[src/hsv_ctrlstatus_consts.svh]
`ifndef HSV_CTRLSTATUS_CONSTS_SVH
`define HSV_CTRLSTATUS_CONSTS_SVH

// width of a CSR address field in the instruction encoding
`define HSV_CSR_ADDR_W 12

// machine-mode CSR addresses as listed in the privileged spec
`define HSV_CSR_MSTATUS  12'h300
`define HSV_CSR_MTVEC    12'h305
`define HSV_CSR_MSCRATCH 12'h340
`define HSV_CSR_MEPC     12'h341
`define HSV_CSR_MCAUSE   12'h342
`define HSV_CSR_MTVAL    12'h343
`define HSV_CSR_MCYCLE   12'hB00
`define HSV_CSR_MINSTRET 12'hB02
`define HSV_CSR_MHARTID  12'hF14

// pipeline stages outside this unit that acknowledge a flush
`define HSV_FLUSH_STAGES 6

// value returned by a read of mhartid
`define HSV_HART_ID 32'd1

// only the low halves of mcycle and minstret exist
`define HSV_CNT_WIDTH 32

`endif
[src/hsv_ctrlstatus_pkg.sv]
`include "hsv_ctrlstatus_consts.svh"

package hsv_ctrlstatus_pkg;

  typedef logic [31:0] word;
  typedef logic [`HSV_CSR_ADDR_W-1:0] csr_addr_t;
  typedef logic [3:0] insn_token;
  typedef logic [3:0] exception_t;

  // encodings follow the mstatus.mpp field
  typedef enum logic [1:0] {
    PRIV_USER    = 2'b00,
    PRIV_MACHINE = 2'b11
  } privilege_t;

  typedef enum logic [1:0] {
    CSR_OP_WRITE = 2'b00,
    CSR_OP_SET   = 2'b01,
    CSR_OP_CLEAR = 2'b10
  } csr_op_t;

  typedef struct packed {
    csr_addr_t addr;
    csr_op_t   op;
    word       operand;
    insn_token token;
  } ctrlstatus_data_t;

  typedef struct packed {
    insn_token token;
    word       old_value;
    logic      illegal;
  } commit_data_t;

  typedef struct packed {
    logic      valid;
    csr_addr_t addr;
    logic      write;
    word       wdata;
  } csr_req_t;

  // hit is low for an address that maps to no register
  typedef struct packed {
    word  rdata;
    logic hit;
  } csr_rsp_t;

  // prev_mode is the mode the trap was taken from, it lands in mpp
  typedef struct packed {
    logic       trap;
    logic       mret;
    word        mepc;
    word        mcause;
    word        mtval;
    privilege_t prev_mode;
  } trap_update_t;

  typedef struct packed {
    logic       mie;
    logic       mpie;
    privilege_t mpp;
    word        mtvec;
    word        mepc;
  } csr_state_t;

endpackage

[src/hsv_ctrlstatus.sv]
`timescale 1ns/1ps
`include "hsv_ctrlstatus_consts.svh"

module hsv_ctrlstatus
  import hsv_ctrlstatus_pkg::*;
(
  input  logic                         clk_core,
  input  logic                         reset_i,
  input  logic                         valid_i,
  output logic                         ready_o,
  input  ctrlstatus_data_t             ctrlstatus_data_i,
  output logic                         valid_o,
  input  logic                         ready_i,
  output commit_data_t                 commit_data_o,
  input  logic                         ctrl_trap_i,
  input  exception_t                   ctrl_trap_cause_i,
  input  word                          ctrl_trap_value_i,
  input  word                          ctrl_next_pc_i,
  input  logic                         ctrl_mode_return_i,
  input  logic                         ctrl_commit_i,
  output logic                         flush_req_o,
  output word                          flush_target_o,
  input  logic [`HSV_FLUSH_STAGES-1:0] flush_acks_i,
  output privilege_t                   current_mode_o
);

  logic [`HSV_FLUSH_STAGES:0] all_acks;
  logic         flush_ack;
  logic         flush_ack_rising;
  logic         flush_ack_falling;
  logic         rw_flush_ack;
  trap_update_t trap_update;
  csr_state_t   csr_state;
  csr_req_t     csr_req;
  csr_rsp_t     csr_rsp;
  logic [1:0]   cnt_wr;
  word          cnt_wr_data;
  word          mcycle;
  word          minstret;
  logic         rw_valid;
  logic         rw_ready;
  commit_data_t rw_result;

  assign all_acks = {flush_acks_i, rw_flush_ack};

  // while stages disagree the FSM must see the ack it is not waiting for
  assign flush_ack_rising = &all_acks;
  assign flush_ack_falling = |all_acks;
  assign flush_ack = flush_req_o ? flush_ack_rising : flush_ack_falling;

  hsv_ctrlstatus_trap_fsm global_fsm (
    .clk_core,
    .reset_i,
    .ctrl_trap_i,
    .ctrl_trap_cause_i,
    .ctrl_trap_value_i,
    .ctrl_next_pc_i,
    .ctrl_mode_return_i,
    .flush_ack_i(flush_ack),
    .csr_state_i(csr_state),
    .trap_update_o(trap_update),
    .flush_req_o,
    .flush_target_o,
    .current_mode_o
  );

  hsv_ctrlstatus_regs regs (
    .clk_core,
    .reset_i,
    .csr_req_i(csr_req),
    .csr_rsp_o(csr_rsp),
    .trap_update_i(trap_update),
    .csr_state_o(csr_state),
    .mcycle_i(mcycle),
    .minstret_i(minstret),
    .cnt_wr_o(cnt_wr),
    .cnt_wr_data_o(cnt_wr_data)
  );

  hsv_ctrlstatus_counters counters (
    .clk_core,
    .reset_i,
    .ctrl_commit_i,
    .cnt_wr_i(cnt_wr),
    .cnt_wr_data_i(cnt_wr_data),
    .mcycle_o(mcycle),
    .minstret_o(minstret)
  );

  hsv_ctrlstatus_readwrite readwrite (
    .clk_core,
    .reset_i,
    .valid_i,
    .ready_o,
    .ctrlstatus_data_i,
    .current_mode_i(current_mode_o),
    .flush_req_i(flush_req_o),
    .flush_ack_o(rw_flush_ack),
    .csr_req_o(csr_req),
    .csr_rsp_i(csr_rsp),
    .result_valid_o(rw_valid),
    .result_ready_i(rw_ready),
    .result_o(rw_result)
  );

  hsv_skid_buffer #(
    .payload_t(commit_data_t)
  ) ctrlstatus2commit (
    .clk_core,
    .reset_i,
    .flush_i(flush_req_o),
    .valid_i(rw_valid),
    .ready_o(rw_ready),
    .data_i(rw_result),
    .valid_o,
    .ready_i,
    .data_o(commit_data_o)
  );

endmodule

[src/hsv_ctrlstatus_trap_fsm.sv]
`timescale 1ns/1ps

module hsv_ctrlstatus_trap_fsm
  import hsv_ctrlstatus_pkg::*;
(
  input  logic         clk_core,
  input  logic         reset_i,
  input  logic         ctrl_trap_i,
  input  exception_t   ctrl_trap_cause_i,
  input  word          ctrl_trap_value_i,
  input  word          ctrl_next_pc_i,
  input  logic         ctrl_mode_return_i,
  input  logic         flush_ack_i,
  input  csr_state_t   csr_state_i,
  output trap_update_t trap_update_o,
  output logic         flush_req_o,
  output word          flush_target_o,
  output privilege_t   current_mode_o
);

  typedef enum logic [1:0] {
    ST_IDLE,
    ST_RAISING,
    ST_FALLING
  } flush_state_t;

  flush_state_t state;
  privilege_t   mode;

  // requests are only taken while no flush is running, a trap beats an mret
  assign trap_update_o.trap = (state == ST_IDLE) & ctrl_trap_i;
  assign trap_update_o.mret = (state == ST_IDLE) & ctrl_mode_return_i & ~ctrl_trap_i;
  assign trap_update_o.mepc = ctrl_next_pc_i;
  assign trap_update_o.mcause = word'(ctrl_trap_cause_i);
  assign trap_update_o.mtval = ctrl_trap_value_i;
  assign trap_update_o.prev_mode = mode;

  always_ff @(posedge clk_core) begin
    if (reset_i) begin
      state <= ST_IDLE;
      mode <= PRIV_MACHINE;
    end else begin
      case (state)
        ST_IDLE: begin
          if (trap_update_o.trap) begin
            state <= ST_RAISING;
            mode <= PRIV_MACHINE;
          end else if (trap_update_o.mret) begin
            state <= ST_RAISING;
            mode <= csr_state_i.mpp;
          end
        end
        // the merged ack is the AND of all stages here
        ST_RAISING: if (flush_ack_i) state <= ST_FALLING;
        // and the OR of all stages once the request is low
        ST_FALLING: if (!flush_ack_i) state <= ST_IDLE;
        default: state <= ST_IDLE;
      endcase
    end
  end

  always_ff @(posedge clk_core) begin
    if (trap_update_o.trap) begin
      flush_target_o <= csr_state_i.mtvec;
    end else if (trap_update_o.mret) begin
      flush_target_o <= csr_state_i.mepc;
    end
  end

  assign flush_req_o = (state == ST_RAISING);
  assign current_mode_o = mode;

endmodule

[src/hsv_ctrlstatus_readwrite.sv]
`timescale 1ns/1ps
`include "hsv_ctrlstatus_consts.svh"

module hsv_ctrlstatus_readwrite
  import hsv_ctrlstatus_pkg::*;
(
  input  logic             clk_core,
  input  logic             reset_i,
  input  logic             valid_i,
  output logic             ready_o,
  input  ctrlstatus_data_t ctrlstatus_data_i,
  input  privilege_t       current_mode_i,
  input  logic             flush_req_i,
  output logic             flush_ack_o,
  output csr_req_t         csr_req_o,
  input  csr_rsp_t         csr_rsp_i,
  output logic             result_valid_o,
  input  logic             result_ready_i,
  output commit_data_t     result_o
);

  logic             busy;
  ctrlstatus_data_t insn;
  logic             is_write;
  logic             illegal;
  word              new_value;

  // one instruction at a time, the next is taken once the result has left
  assign ready_o = ~busy & ~flush_req_i;

  // csrrs and csrrc with a zero operand are pure reads
  assign is_write = (insn.op == CSR_OP_WRITE) || (insn.operand != '0);

  assign illegal = (current_mode_i != PRIV_MACHINE) || !csr_rsp_i.hit ||
                   (is_write && (insn.addr == `HSV_CSR_MHARTID));

  always_comb begin
    case (insn.op)
      CSR_OP_SET:   new_value = csr_rsp_i.rdata | insn.operand;
      CSR_OP_CLEAR: new_value = csr_rsp_i.rdata & ~insn.operand;
      default:      new_value = insn.operand;
    endcase
  end

  assign result_valid_o = busy & ~flush_req_i;

  // the access only fires when the result can move on, so a stall never repeats a write
  assign csr_req_o.valid = result_valid_o & result_ready_i;
  assign csr_req_o.addr = insn.addr;
  assign csr_req_o.write = is_write & ~illegal;
  assign csr_req_o.wdata = new_value;

  assign result_o.token = insn.token;
  assign result_o.old_value = illegal ? '0 : csr_rsp_i.rdata;
  assign result_o.illegal = illegal;

  always_ff @(posedge clk_core) begin
    if (reset_i) begin
      busy <= 1'b0;
      flush_ack_o <= 1'b0;
    end else begin
      flush_ack_o <= flush_req_i;
      if (flush_req_i) begin
        busy <= 1'b0;
      end else if (valid_i && ready_o) begin
        busy <= 1'b1;
      end else if (result_valid_o && result_ready_i) begin
        busy <= 1'b0;
      end
    end
  end

  always_ff @(posedge clk_core) begin
    if (valid_i && ready_o) begin
      insn <= ctrlstatus_data_i;
    end
  end

endmodule

[src/hsv_ctrlstatus_counters.sv]
`timescale 1ns/1ps
`include "hsv_ctrlstatus_consts.svh"

module hsv_ctrlstatus_counters
  import hsv_ctrlstatus_pkg::*;
(
  input  logic       clk_core,
  input  logic       reset_i,
  input  logic       ctrl_commit_i,
  input  logic [1:0] cnt_wr_i,
  input  word        cnt_wr_data_i,
  output word        mcycle_o,
  output word        minstret_o
);

  logic [`HSV_CNT_WIDTH-1:0] mcycle_q;
  logic [`HSV_CNT_WIDTH-1:0] minstret_q;

  always_ff @(posedge clk_core) begin
    if (reset_i) begin
      mcycle_q <= '0;
      minstret_q <= '0;
    end else begin
      // a software write replaces the increment of that cycle
      if (cnt_wr_i[0]) begin
        mcycle_q <= cnt_wr_data_i;
      end else begin
        mcycle_q <= mcycle_q + 1'b1;
      end

      if (cnt_wr_i[1]) begin
        minstret_q <= cnt_wr_data_i;
      end else if (ctrl_commit_i) begin
        minstret_q <= minstret_q + 1'b1;
      end
    end
  end

  assign mcycle_o = mcycle_q;
  assign minstret_o = minstret_q;

endmodule

[src/hsv_ctrlstatus_regs.sv]
`timescale 1ns/1ps
`include "hsv_ctrlstatus_consts.svh"

module hsv_ctrlstatus_regs
  import hsv_ctrlstatus_pkg::*;
(
  input  logic         clk_core,
  input  logic         reset_i,
  input  csr_req_t     csr_req_i,
  output csr_rsp_t     csr_rsp_o,
  input  trap_update_t trap_update_i,
  output csr_state_t   csr_state_o,
  input  word          mcycle_i,
  input  word          minstret_i,
  output logic [1:0]   cnt_wr_o,
  output word          cnt_wr_data_o
);

  logic       mie;
  logic       mpie;
  privilege_t mpp;
  word        mtvec;
  word        mepc;
  word        mcause;
  word        mtval;
  word        mscratch;
  word        mstatus_view;
  logic       sw_we;

  // only mie, mpie and mpp are implemented, the other mstatus bits read as zero
  assign mstatus_view = {19'b0, mpp, 3'b0, mpie, 3'b0, mie, 3'b0};

  always_comb begin
    csr_rsp_o.hit = 1'b1;
    case (csr_req_i.addr)
      `HSV_CSR_MSTATUS:  csr_rsp_o.rdata = mstatus_view;
      `HSV_CSR_MTVEC:    csr_rsp_o.rdata = mtvec;
      `HSV_CSR_MEPC:     csr_rsp_o.rdata = mepc;
      `HSV_CSR_MCAUSE:   csr_rsp_o.rdata = mcause;
      `HSV_CSR_MTVAL:    csr_rsp_o.rdata = mtval;
      `HSV_CSR_MSCRATCH: csr_rsp_o.rdata = mscratch;
      `HSV_CSR_MCYCLE:   csr_rsp_o.rdata = mcycle_i;
      `HSV_CSR_MINSTRET: csr_rsp_o.rdata = minstret_i;
      `HSV_CSR_MHARTID:  csr_rsp_o.rdata = `HSV_HART_ID;
      default: begin
        csr_rsp_o.rdata = '0;
        csr_rsp_o.hit = 1'b0;
      end
    endcase
  end

  // a trap or mret in the same cycle wins over the software write
  assign sw_we = csr_req_i.valid & csr_req_i.write & csr_rsp_o.hit &
                 ~trap_update_i.trap & ~trap_update_i.mret;

  assign cnt_wr_o[0] = sw_we & (csr_req_i.addr == `HSV_CSR_MCYCLE);
  assign cnt_wr_o[1] = sw_we & (csr_req_i.addr == `HSV_CSR_MINSTRET);
  assign cnt_wr_data_o = csr_req_i.wdata;

  always_ff @(posedge clk_core) begin
    if (reset_i) begin
      mie <= 1'b0;
      mpie <= 1'b0;
      mpp <= PRIV_USER;
      mtvec <= '0;
      mepc <= '0;
      mcause <= '0;
      mtval <= '0;
      mscratch <= '0;
    end else if (trap_update_i.trap) begin
      mpie <= mie;
      mie <= 1'b0;
      mpp <= trap_update_i.prev_mode;
      mepc <= trap_update_i.mepc;
      mcause <= trap_update_i.mcause;
      mtval <= trap_update_i.mtval;
    end else if (trap_update_i.mret) begin
      mie <= mpie;
      mpp <= PRIV_USER;
    end else if (sw_we) begin
      case (csr_req_i.addr)
        `HSV_CSR_MSTATUS: begin
          mie <= csr_req_i.wdata[3];
          mpie <= csr_req_i.wdata[7];
          // unsupported modes fall back to user
          mpp <= (csr_req_i.wdata[12:11] == 2'b11) ? PRIV_MACHINE : PRIV_USER;
        end
        `HSV_CSR_MTVEC:    mtvec <= csr_req_i.wdata;
        `HSV_CSR_MEPC:     mepc <= csr_req_i.wdata;
        `HSV_CSR_MCAUSE:   mcause <= csr_req_i.wdata;
        `HSV_CSR_MTVAL:    mtval <= csr_req_i.wdata;
        `HSV_CSR_MSCRATCH: mscratch <= csr_req_i.wdata;
        default: ;
      endcase
    end
  end

  assign csr_state_o = '{mie: mie, mpie: mpie, mpp: mpp, mtvec: mtvec, mepc: mepc};

endmodule

[src/hsv_skid_buffer.sv]
`timescale 1ns/1ps

module hsv_skid_buffer #(
  parameter type payload_t = logic
) (
  input  logic     clk_core,
  input  logic     reset_i,
  input  logic     flush_i,
  input  logic     valid_i,
  output logic     ready_o,
  input  payload_t data_i,
  output logic     valid_o,
  input  logic     ready_i,
  output payload_t data_o
);

  logic     out_valid;
  logic     skid_valid;
  payload_t out_data;
  payload_t skid_data;
  logic     push;
  logic     pop;

  // ready depends only on state, so the producer never sees a combinational path
  assign ready_o = ~skid_valid;
  assign valid_o = out_valid;
  assign data_o = out_data;

  assign push = valid_i & ready_o;
  assign pop = out_valid & ready_i;

  always_ff @(posedge clk_core) begin
    if (reset_i || flush_i) begin
      out_valid <= 1'b0;
      skid_valid <= 1'b0;
    end else if (pop || !out_valid) begin
      // the skid entry drains first to keep the order
      out_valid <= skid_valid | push;
      skid_valid <= 1'b0;
    end else if (push) begin
      skid_valid <= 1'b1;
    end
  end

  always_ff @(posedge clk_core) begin
    if (pop || !out_valid) begin
      out_data <= skid_valid ? skid_data : data_i;
    end else if (push) begin
      skid_data <= data_i;
    end
  end

endmodule

[config.mk]
export PLATFORM = sky130hd
export DESIGN_NAME = hsv_ctrlstatus
export DESIGN_NICKNAME = d
export VERILOG_FILES = /design/src/hsv_ctrlstatus_pkg.sv /design/src/hsv_ctrlstatus.sv /design/src/hsv_ctrlstatus_trap_fsm.sv /design/src/hsv_ctrlstatus_readwrite.sv /design/src/hsv_ctrlstatus_counters.sv /design/src/hsv_ctrlstatus_regs.sv /design/src/hsv_skid_buffer.sv
export VERILOG_INCLUDE_DIRS = /design/src
export SDC_FILE = /design/constraint.sdc
export NUM_CORES = 1
export LEC_CHECK = 0
export ABC_AREA = 1
export ABC_CLOCK_PERIOD_IN_PS = 16600
export BUFFER_PORTS_ARGS = -buffer_cell sky130_fd_sc_hd__buf_2
export CAP_MARGIN = 25
export CORE_MARGIN = 2
export CORE_UTILIZATION = 35
export CTS_CLUSTER_DIAMETER = 60
export DETAILED_ROUTE_END_ITERATION = 16
export PLACE_DENSITY_LB_ADDON = 0.15
export SKIP_LAST_GASP = 1
export SLEW_MARGIN = 0
export SYNTH_ARGS = -nofsm -noshare
export SYNTH_HDL_FRONTEND = slang
export SYNTH_SLANG_ARGS = --single-unit
[constraint.sdc]
create_clock -name clk_core -period 16.6 [get_ports clk_core]
set_input_delay 3.32 -clock clk_core [delete_from_list [all_inputs] [get_ports clk_core]]
set_output_delay 3.32 -clock clk_core [all_outputs]
set_load 0.005 [all_outputs]
---- Yosys cells after proc, flatten, opt, wreduce, memory -nomap -nowiden ----
Index checks and enable logic that the tools add are counted.
Widths: inputs -> output; s select.
storage, ports and cells
  register bits ........................... 392
  input port bits ......................... 131
  word-level logic and storage cells ...... 162
cells by class
  $add $sub $neg .......................... 2
  equal/unequal tests ..................... 19
  mux-type cells .......................... 44
  bitwise operators ....................... 26
  reductions and logical operators ........ 43
operators by type and width
  operator               count
  $mux 32                14
  $pmux 32 s9            1
  $eq 12x10->1 const B   6
  $add 32x1->32 const B  2
  $pmux 32 s2            1
  $mux 37                1
  $eq 12x12->1 const B   3
  $and 32x32->32         1
  $not 32->32            1
  $or 32x32->32          1
  $reduce_bool 32->1     1
  $mux 2                 11
  $reduce_bool 2->1      10
  $reduce_and 3->1       6
  $mux 4                 4
  $and 1x1->1            14
  $mux 1                 11
  $reduce_or 9->1        1
  $not 1->1              8
  $reduce_and 2->1       4
  $reduce_and 4->1       2
  $reduce_and 7->1       1
  $reduce_or 7->1        1
  $eq 2x2->1 const B     3
  12 further kinds       26

---- Logic depth before layout (Yosys ltp) ----
Gate-level depths: netlist of run 1.
  depth after elaboration ................. 15
  mapped depth ............................ 19
  gate-level depth less buffers ........... 18

---- By module ----
From an unflattened synthesis of run 1, not the netlist that was laid out.
second synthesis, totals
  cell total of the unflattened synthesis .. 3006
  area total of the unflattened synthesis .. 21981.1 um2
modules (own cells, without submodules)
  module                    times used  cells an instance  area each (um2)  seq. area each (um2)
  hsv_ctrlstatus_regs       1           1489               9357.7           3283.1
  hsv_ctrlstatus_counters   1           697                4300.4           1281.2
  hsv_ctrlstatus_readwrite  1           329                3067.9           1541.5
  hsv_skid_buffer           1           208                2830.2           2262.2
  hsv_ctrlstatus_trap_fsm   1           268                2366.0           1041.0
  hsv_ctrlstatus            1           15                 58.8             0.0

---- Least setup slack after synthesis of run 1 ----
OpenSTA, ideal clock, no wires.
  kind .................................... input port to flip-flop
  start point ............................. in valid_i
  end point ............................... reg readwrite.insn, in the netlist readwrite.csr_req_o[33], enable pin
  library setup time ...................... 0.532 ns
  arrival time ............................ 7.013 ns
  slack ................................... 9.055 ns
  cell stages on the path ................. 1
  path through ............................ nor3b_1
on the way
  word-level cells in the longest chain between the ends .. 1
ends and longest elaborated chain
  element               line                            text
  from (decl)           hsv_ctrlstatus.sv:9             input logic valid_i,
  $logic_and 1x1->1     hsv_ctrlstatus_readwrite.sv:74  if (valid_i && ready_o) begin
  to (signal assigned)  hsv_ctrlstatus_readwrite.sv:75  insn <= ctrlstatus_data_i;
  to (decl)             hsv_ctrlstatus_readwrite.sv:23  ctrlstatus_data_t insn;
No other way between the ends.
A chain may end at the register's enable or synchronous reset.

---- Final worst setup path of run 1 ----
  start point ............................. in ctrl_trap_i
  end point ............................... reg global_fsm.mode[0], in the netlist global_fsm.current_mode_o[0]
on the way
  word-level cells in the longest chain between the ends .. 4
ends and longest elaborated chain
  element                             line                           text
  from (decl)                         hsv_ctrlstatus.sv:15           input logic ctrl_trap_i,
  $not 1->1                           hsv_ctrlstatus_trap_fsm.sv:32  assign trap_update_o.mret = (state == ST_IDLE) & ctrl_mode_return_i & ~ctrl_trap_i;
  $and 1x1->1                         hsv_ctrlstatus_trap_fsm.sv:32
  $reduce_bool 2->1 (no source line)  -
  $reduce_and 2->1 (no source line)   -
  to (signal assigned)                hsv_ctrlstatus_trap_fsm.sv:50  mode <= csr_state_i.mpp;
  to (decl)                           hsv_ctrlstatus_trap_fsm.sv:28  privilege_t mode;
Parallel ways exist; a longest one is shown, timed or not.

==> results of run 1 <==
==> synthesized netlist by cell type, drive strengths merged <==
master	instances
and3	1
buf	68
ha	5
nor4	6
nor2	389
a31oi	17
nor3	34
xnor2	13
a41oi	1
nand4	29
or2	8
and2	1
xor2	24
o21a	1
dfxtp	236
nand3	322
nor3b	2
nand3b	4
clkbuf	78
nor2b	4
a21oi	234
o221ai	3
o21ai	204
inv	328
o22ai	1
clkinv	2
o211ai	2
edfxtp	156
nand2	686
==> metrics by stage <==
| stage | setup slack, ns | hold WS [ns] | cells | total power (µW) |
|---|---|---|---|---|
| 2_1_floorplan | 9.05 | 0.424 | 2859 | 1200 |
| 3_3_place_gp | 10.52 | 0.432 | 3714 | 1330 |
| 3_5_place_dp | 10.65 | 0.433 | 3719 | 1330 |
| 4_1_cts | 11.25 | 0.446 | 3808 | 2450 |
| 5_1_grt | 11.02 | 0.448 | 3810 | 2510 |
| 6_report | 11.17 | 0.445 | 3812 | 2440 |
==> area by class of cell <==
class,count,area [µm²]
antenna,2,5.00
clock buffer,62,1310
clock inverter,27,382
fill,5999,33800
inverter,330,1240
multi-input combinational,1991,9100
sequential,392,9410
tap,765,957
timing repair buffer,243,1370
==> power by group through the flow <==
| stage | sequential [µW] | clock [µW] | combinational (µW) |
|---|---|---|---|
| 5_1_grt | 1060 | 1180 | 270 |
| 4_1_cts | 1060 | 1140 | 249 |
| 2_1_floorplan | 1070 | 0 | 130 |
| 3_3_place_gp | 1080 | 0 | 247 |
| 6_report | 1060 | 1130 | 255 |
| 3_5_place_dp | 1080 | 0 | 248 |
==> per-layer routing <==
| metal | vias up | track usage (%) |
|---|---|---|
| met5 | - | 0 |
| met4 | 4 | 12.8 |
| met3 | 198 | 4.75 |
| met2 | 1036 | 45.0 |
| met1 | 9670 | 40.2 |
| li1 | 9590 | - |
==> worst register-to-register path: stages, from the launching register on <==
cell and delay (ns):
edfxtp_1 0.42, nor2_2 0.14, nand2_2 0.13, nor2_2 0.12, buf_4 0.41, nand2_1 0.42
buf_4 0.34, nand2_1 0.10, nor2_1 0.07, nand2_1 0.10, nand3_4 0.47, nor3_4 0.41
nand2_2 0.55, nand2_2 0.44, inv_2 0.29, nor2_1 0.20, nor2_1 0.05
==> cells by family (layout without fill, tap and decap cells) <==
kind of cell	after synthesis	after routing	synth area share (%)
AO/OA/AOI/OAI	463	463	11.6
AND/OR/NAND/NOR	1486	1486	31.0
XOR/XNOR	37	37	1.59
flip-flops	392	392	46.3
buffers and inverters	476	662	9.18
other	0	2	0
adder cells (fa/ha/maj)	5	5	0.308
==> registers in the layout, indices dropped and copies added, names as in the netlist, 2 cells and up <==
register                     cells
global_fsm.state                 2
global_fsm.flush_target_o       32
regs.mpp                         2
readwrite.csr_req_o             12
regs.mtvec                      32
readwrite.insn                  34
regs.mscratch                   32
regs.mtval                      32
ctrlstatus2commit.data_o        37
regs.mcause                     32
counters.minstret_o             32
counters.mcycle_o               32
global_fsm.current_mode_o        2
ctrlstatus2commit.skid_data     37
readwrite.result_o               4
regs.mepc                       32
==> cells in the final DEF, fill, tap and decap left out, drive strengths merged <==
| cell | n |
|---|---|
| inv | 333 |
| nand2 | 686 |
| and3 | 1 |
| nand3 | 322 |
| nor3b | 2 |
| dfxtp | 236 |
| nor2b | 4 |
| o21ai | 204 |
| nor3 | 34 |
| o221ai | 3 |
| clkinvlp | 2 |
| nand4 | 29 |
| a31oi | 17 |
| o211ai | 2 |
| a21oi | 234 |
| clkbuf | 63 |
| ha | 5 |
| xor2 | 24 |
| edfxtp | 156 |
| a41oi | 1 |
| xnor2 | 13 |
| o22ai | 1 |
| nor4 | 6 |
| and2 | 1 |
| buf | 242 |
| diode | 2 |
| nor2 | 389 |
| o21a | 1 |
| clkinv | 15 |
| or2 | 8 |
| nand3b | 4 |
| bufinv | 7 |
==> final timing paths <==
check / to / startpoint / cells after the start / slack [ns]
max reg2reg: regs.mepc[16] / readwrite.csr_req_o[37] / 16 / 11.81
min reg2reg: ctrlstatus2commit.skid_data[36] / readwrite.result_o[36] / 0 / 0.44
max: global_fsm.current_mode_o[0] / ctrl_trap_i / 9 / 11.17
min: ctrlstatus2commit.skid_data[36] / readwrite.result_o[36] / 0 / 0.44
==> results.txt, run 1 <==
post-synthesis cell area: 20300 µm²
first-pass GRT wire length: 128000 µm
run status: finished, final reports clean
DRT Wirelength: 89800 µm
H-tree Lvls: 2
max-slew violation count: 0
M1 wire length: 37900 µm
syn nets: 2995
I/O Pins: 205
WL met2: 39300 µm
CP Cell Sequence: buf_2, inv_1, nor2_4, buf_4, buf_4, nor2_1, inv_1, buf_4, o221ai_1
total congestion overflow: 0
Mean Syn Cell Area: 7.11 µm²
Worst slew margin: 25.9%
Die Y: 245 µm
remaining routing DRC violations: 0
gp weighted congestion: 0.972
top layer in use: met5
Synth area leaders: dfxtp_1, edfxtp_1, nand2_1
first-iteration detailed-routing DRC count: 2376
CP Max Fanout: 73
Resized Gates After CTS: 0
Worst-Skew Late Latency: 0.62 ns
Tcrit/Tclk final: 32.7%
antenna viol nets, final: 0
Die W: 245 µm
largest stage delay on the critical path: 0.71 ns
WL met3: 8410 µm
most frequent CP cell: buf_4
Final Hold Vio Count: 0
# clock sinks: 392
1st-pass router iterations: 6
Slowest-stage cell, CP: buf_4
NetSw: 664 µW
Synth area leader: dfxtp_1
TritonCTS clock tree: done
crit-path leading delay family: buffers and inverters
Req. time, crit path: 17.00 ns
arrival time at the worst endpoint: 5.84 ns
final clock skew: 0.0467 ns
Final Cell Area: 23800 µm²
cell row count: 88
setup TNS: 0 ns
P&R area growth vs syn: 16.9%
P_int: 1780 µW
hpwl dp: 66400 µm
RSZ-0062 raised after global routing: false
share of the synthesized area in the top cell type: 23.2%
sequential element share of the synthesized area: 46.3%
Setup crit end kind: register
Total Routing Usage GR: 29.2%
number of global-route vias before repair: 19000
Setup violations, final: 0
via count: 20500
Worst-Margin Slew: 1.11 ns
Max rail drop VDD: 0.0769 mV
Max-Cap Viols: 0
Synth cell types: 42
Sw Share: 27.2%
post-route minimum period: 5.43 ns
Inserted Clock Buffers: 48
leakage dissipation: 0.0104 µW
Warnings, synthesis: 0
drt wl/cell: 23.6 µm
share of post-route cells with drive strength above 1: 12.3%
pin count of the biggest net entering global routing: 97
postcts setup bufs: 0
Nets: 3142
worst path bufs/invs: 6
Initial Utilization: 35.3%
die area: 60100 µm²
CTS max path bufs: 3
utilization after layout: 41.3%
Clk network pwr share: 46.1%
Vias/cell: 5.38
post-cts hold buffer count: 0
Comb pwr share: 10.4%
antenna violations before repair: 5
Critical Path Source Type: input pin
sequential share of power: 43.4%
#FFs+latches synth: 392
Cell Pwr Density: 103 nW/µm²
class of the worst hold path: reg2reg
Placement Cell Area: 22100 µm²
clk root buf: clkbuf_16
Core ar.: 57600 µm²
clock slew at reported path FFs: 0.06 ns
IO buf count: 204
Setup CP Type: in2reg
Gate Count Post-Synth: 2859
Fmax: 184 MHz
Note: power is estimated with default switching activity, not from simulation.
==> inputs of run 2 (changes only) <==
ABC_CLOCK_PERIOD_IN_PS = 5400   (was 16600)
clock period = 5.4 ns   (was 16.6 ns; I/O delays follow)
==> run 2 against run 1 <==
Compared with the run above:
- cell area is 0.33% higher
- register-to-register slack worse by 10 ns
- via count grew 1.9%
- first-iteration DRC count rose by 12%
- largest cell class unchanged
- combinational power increased to 3.2 times the previous value
- clock skew grew 0.0087 ns
- global-route usage grew 1.4 points
- sequential share of layout area down 0.13 points
- wire length up 4.3%
- setup slack got worse by 9.5 ns
- power grew to 3.1 times the previous value
- flip-flop and latch count is the same
==> results.txt, run 2 (synthesized netlist as in run 1, its figures left out) <==
IO buf count: 204 (unchanged)
Slowest-stage cell, CP: nand3_2
1st-pass router iterations: 5 (-1)
most common cell after layout, fill and taps aside: nand2_1
hpwl dp: 70700 µm (+6.4%)
Sw Share: 28.0% (+0.80 points)
postcts setup bufs: 0 (unchanged)
highest-count cells in the layout ignoring fill and taps: nand2_1, nor2_1, nand3_1
clk root buf: clkbuf_16
Final Non-Filler Cells: 3823 (+0.29%)
source of the critical timing path: readwrite.csr_req_o[33]
Fin Hold WS: 0.449 ns (+0.00459 ns)
Die Y: 245 µm (unchanged)
Filler cells: 6011 (+0.20%)
Critical Path Source Type: register
Final Hold Vio Count: 0 (unchanged)
P&R area growth vs syn: 17.3%
Vias/cell: 5.46 (+1.6%)
run status: finished, final reports clean
drt wl/cell: 24.5 µm (+4.0%)
total congestion overflow: 0 (unchanged)
area occupied by multi-input gates: 9100 µm² (about the same)
# clock sinks: 392 (unchanged)
met3 usage: 5.79% (+1.0 points)
Nets: 3152 (+0.32%)
DRT Wirelength: 93700 µm (+4.3%)
largest stage delay on the critical path: 0.73 ns (+0.02 ns)
Worst-Skew Late Latency: 0.64 ns (+0.02 ns)
Critical R2R Launch: readwrite.csr_req_o[33]
remaining routing DRC violations: 0 (unchanged)
Clk network pwr share: 46.1% (about the same)
max-slew violation count: 0 (unchanged)
NetSw: 2120 µW (+220%)
leakage dissipation: 0.0105 µW (+0.28%)
first-iteration detailed-routing DRC count: 2672 (+12%)
CTS max path bufs: 3 (unchanged)
Cell Pwr Density: 317 nW/µm² (+210%)
Inserted Clock Buffers: 48 (unchanged)
antenna violations before repair: 5 (unchanged)
Setup violations, final: 0 (unchanged)
FF/Latch Area: 9410 µm² (unchanged)
RSZ-0062 raised after global routing: false
Req. time, crit path: 5.90 ns (-11.10 ns)
gp weighted congestion: 1.07 (+10%)
antenna viol nets, final: 0 (unchanged)
CP Max Fanout: 36 (-51%)
setup TNS: 0 ns (unchanged)
Core ar.: 57600 µm² (unchanged)
CP Cell Sequence: inv_2, nand2_1, nor2_4, nand2_1, nand2_1, nor2_1, nand2_1, nand3_4, nor2_8, nand3_2, nand3_1, nand3_1, nand2_1, inv_1
worst path bufs/invs: 2 (-4)
sequential share of power: 43.2% (-0.2 points)
H-tree Lvls: 2 (unchanged)
Max rail drop VDD: 0.280 mV (+260%)
Worst slew margin: 29.3% (+3.3 points)
P_int: 5440 µW (+210%)
I/O Pins: 205 (unchanged)
arrival time at the worst endpoint: 4.28 ns (-1.56 ns)
met1 Use GR: 43.4% (+3.2 points)
first-pass GRT wire length: 133000 µm (+4.3%)
Total Routing Usage GR: 30.6% (+1.4 points)
via count: 20900 (+1.9%)
pin count of the biggest net entering global routing: 130 (+34%)
Resized Gates After CTS: 0 (unchanged)
utilization after layout: 41.4% (+0.13 points)
final clock skew: 0.0554 ns (+0.00871 ns)
Setup CP Type: reg2reg
Setup crit end kind: register
GRT met2 Usage: 44.6% (-0.31 points)
number of global-route vias before repair: 19000 (+0.13%)
post-route minimum period: 3.77 ns
most frequent CP cell: nand2_1
cell row count: 88 (unchanged)
Initial Utilization: 35.3% (unchanged)
clock slew at reported path FFs: 0.06 ns (about the same)
DP Cell Count: 3730 (+0.30%)
most used routing layer: met2
Fmax: 265 MHz
die area: 60100 µm² (unchanged)
TritonCTS clock tree: done
Hold Startpoint: regs.mscratch[23]
Max-Cap Viols: 0 (unchanged)
class of the worst hold path: reg2reg
Die W: 245 µm (unchanged)
Comb pwr share: 10.7% (+0.3 points)
Worst-Margin Slew: 1.06 ns (-0.0481 ns)
Tcrit/Tclk final: 69.9%
post-cts hold buffer count: 0 (unchanged)
crit-path leading delay family: simple AND/OR/NAND/NOR gates
share of post-route cells with drive strength above 1: 12.7% (+0.42 points)
run 2: cell count changes in the layout (fill, tap and decap cells not counted), moves of 2 or more:
cell        delta
clkinvlp_2     +2
clkinv_16      +2
buf_4         +14
clkinv_1       -2
clkbuf_8       -3
clkbuf_16      +2
clkbuf_1       -3
clkinvlp_4     +5
run 2: power groups by stage:
| stage | registers (µW) | clock network [µW] | logic (µW) |
|---|---|---|---|
| 2_1_floorplan | 3300 | 0 | 398 |
| 3_3_place_gp | 3320 | 0 | 778 |
| 3_5_place_dp | 3320 | 0 | 776 |
| 4_1_cts | 3260 | 3530 | 779 |
| 5_1_grt | 3270 | 3640 | 853 |
| 6_report | 3260 | 3490 | 809 |
run 2: through the flow:
stage / power [µW] / setup WS [ns] / instance area (µm²)
floorplan: 3700 / 0.0946 / 20300
global placement: 4100 / 1.75 / 22100
detailed placement: 4100 / 1.70 / 22100
CTS: 7570 / 1.71 / 23800
global route: 7770 / 1.46 / 23900
finish: 7560 / 1.63 / 23900
run 2: path summary, 6_finish.rpt:
check	to	slack, ns	cells past startpoint
min	regs.mscratch[23]	0.45	2
max	counters.minstret_o[8]	1.63	14
min reg2reg	regs.mscratch[23]	0.45	2
max reg2reg	counters.minstret_o[8]	1.63	14
run 2: routing by layer:
| layer | share of wire [%] | routed length, µm |
|---|---|---|
| met1 | 43 | 40200 |
| met5 | 0.011 | 10 |
| met3 | 9.9 | 9320 |
| met4 | 5.2 | 4880 |
| met2 | 42 | 39200 |
run 2: area by class of cell:
cell class / count / area share (%)
flip-flops and latches: 392 / 39.4
multi-input cells: 1991 / 38.1
clock buffers: 58 / 5.50
inverters: 330 / 5.21
repair buffers: 253 / 5.96
diodes: 3 / 0.0315
clock inverters: 31 / 1.73
well taps: 765 / 4.01
run 2: tightest hold or removal path: stages, from the launching register on:
cell	delay (ns)
dfxtp_1	0.29
inv_1	0.05
a21oi_1	0.05
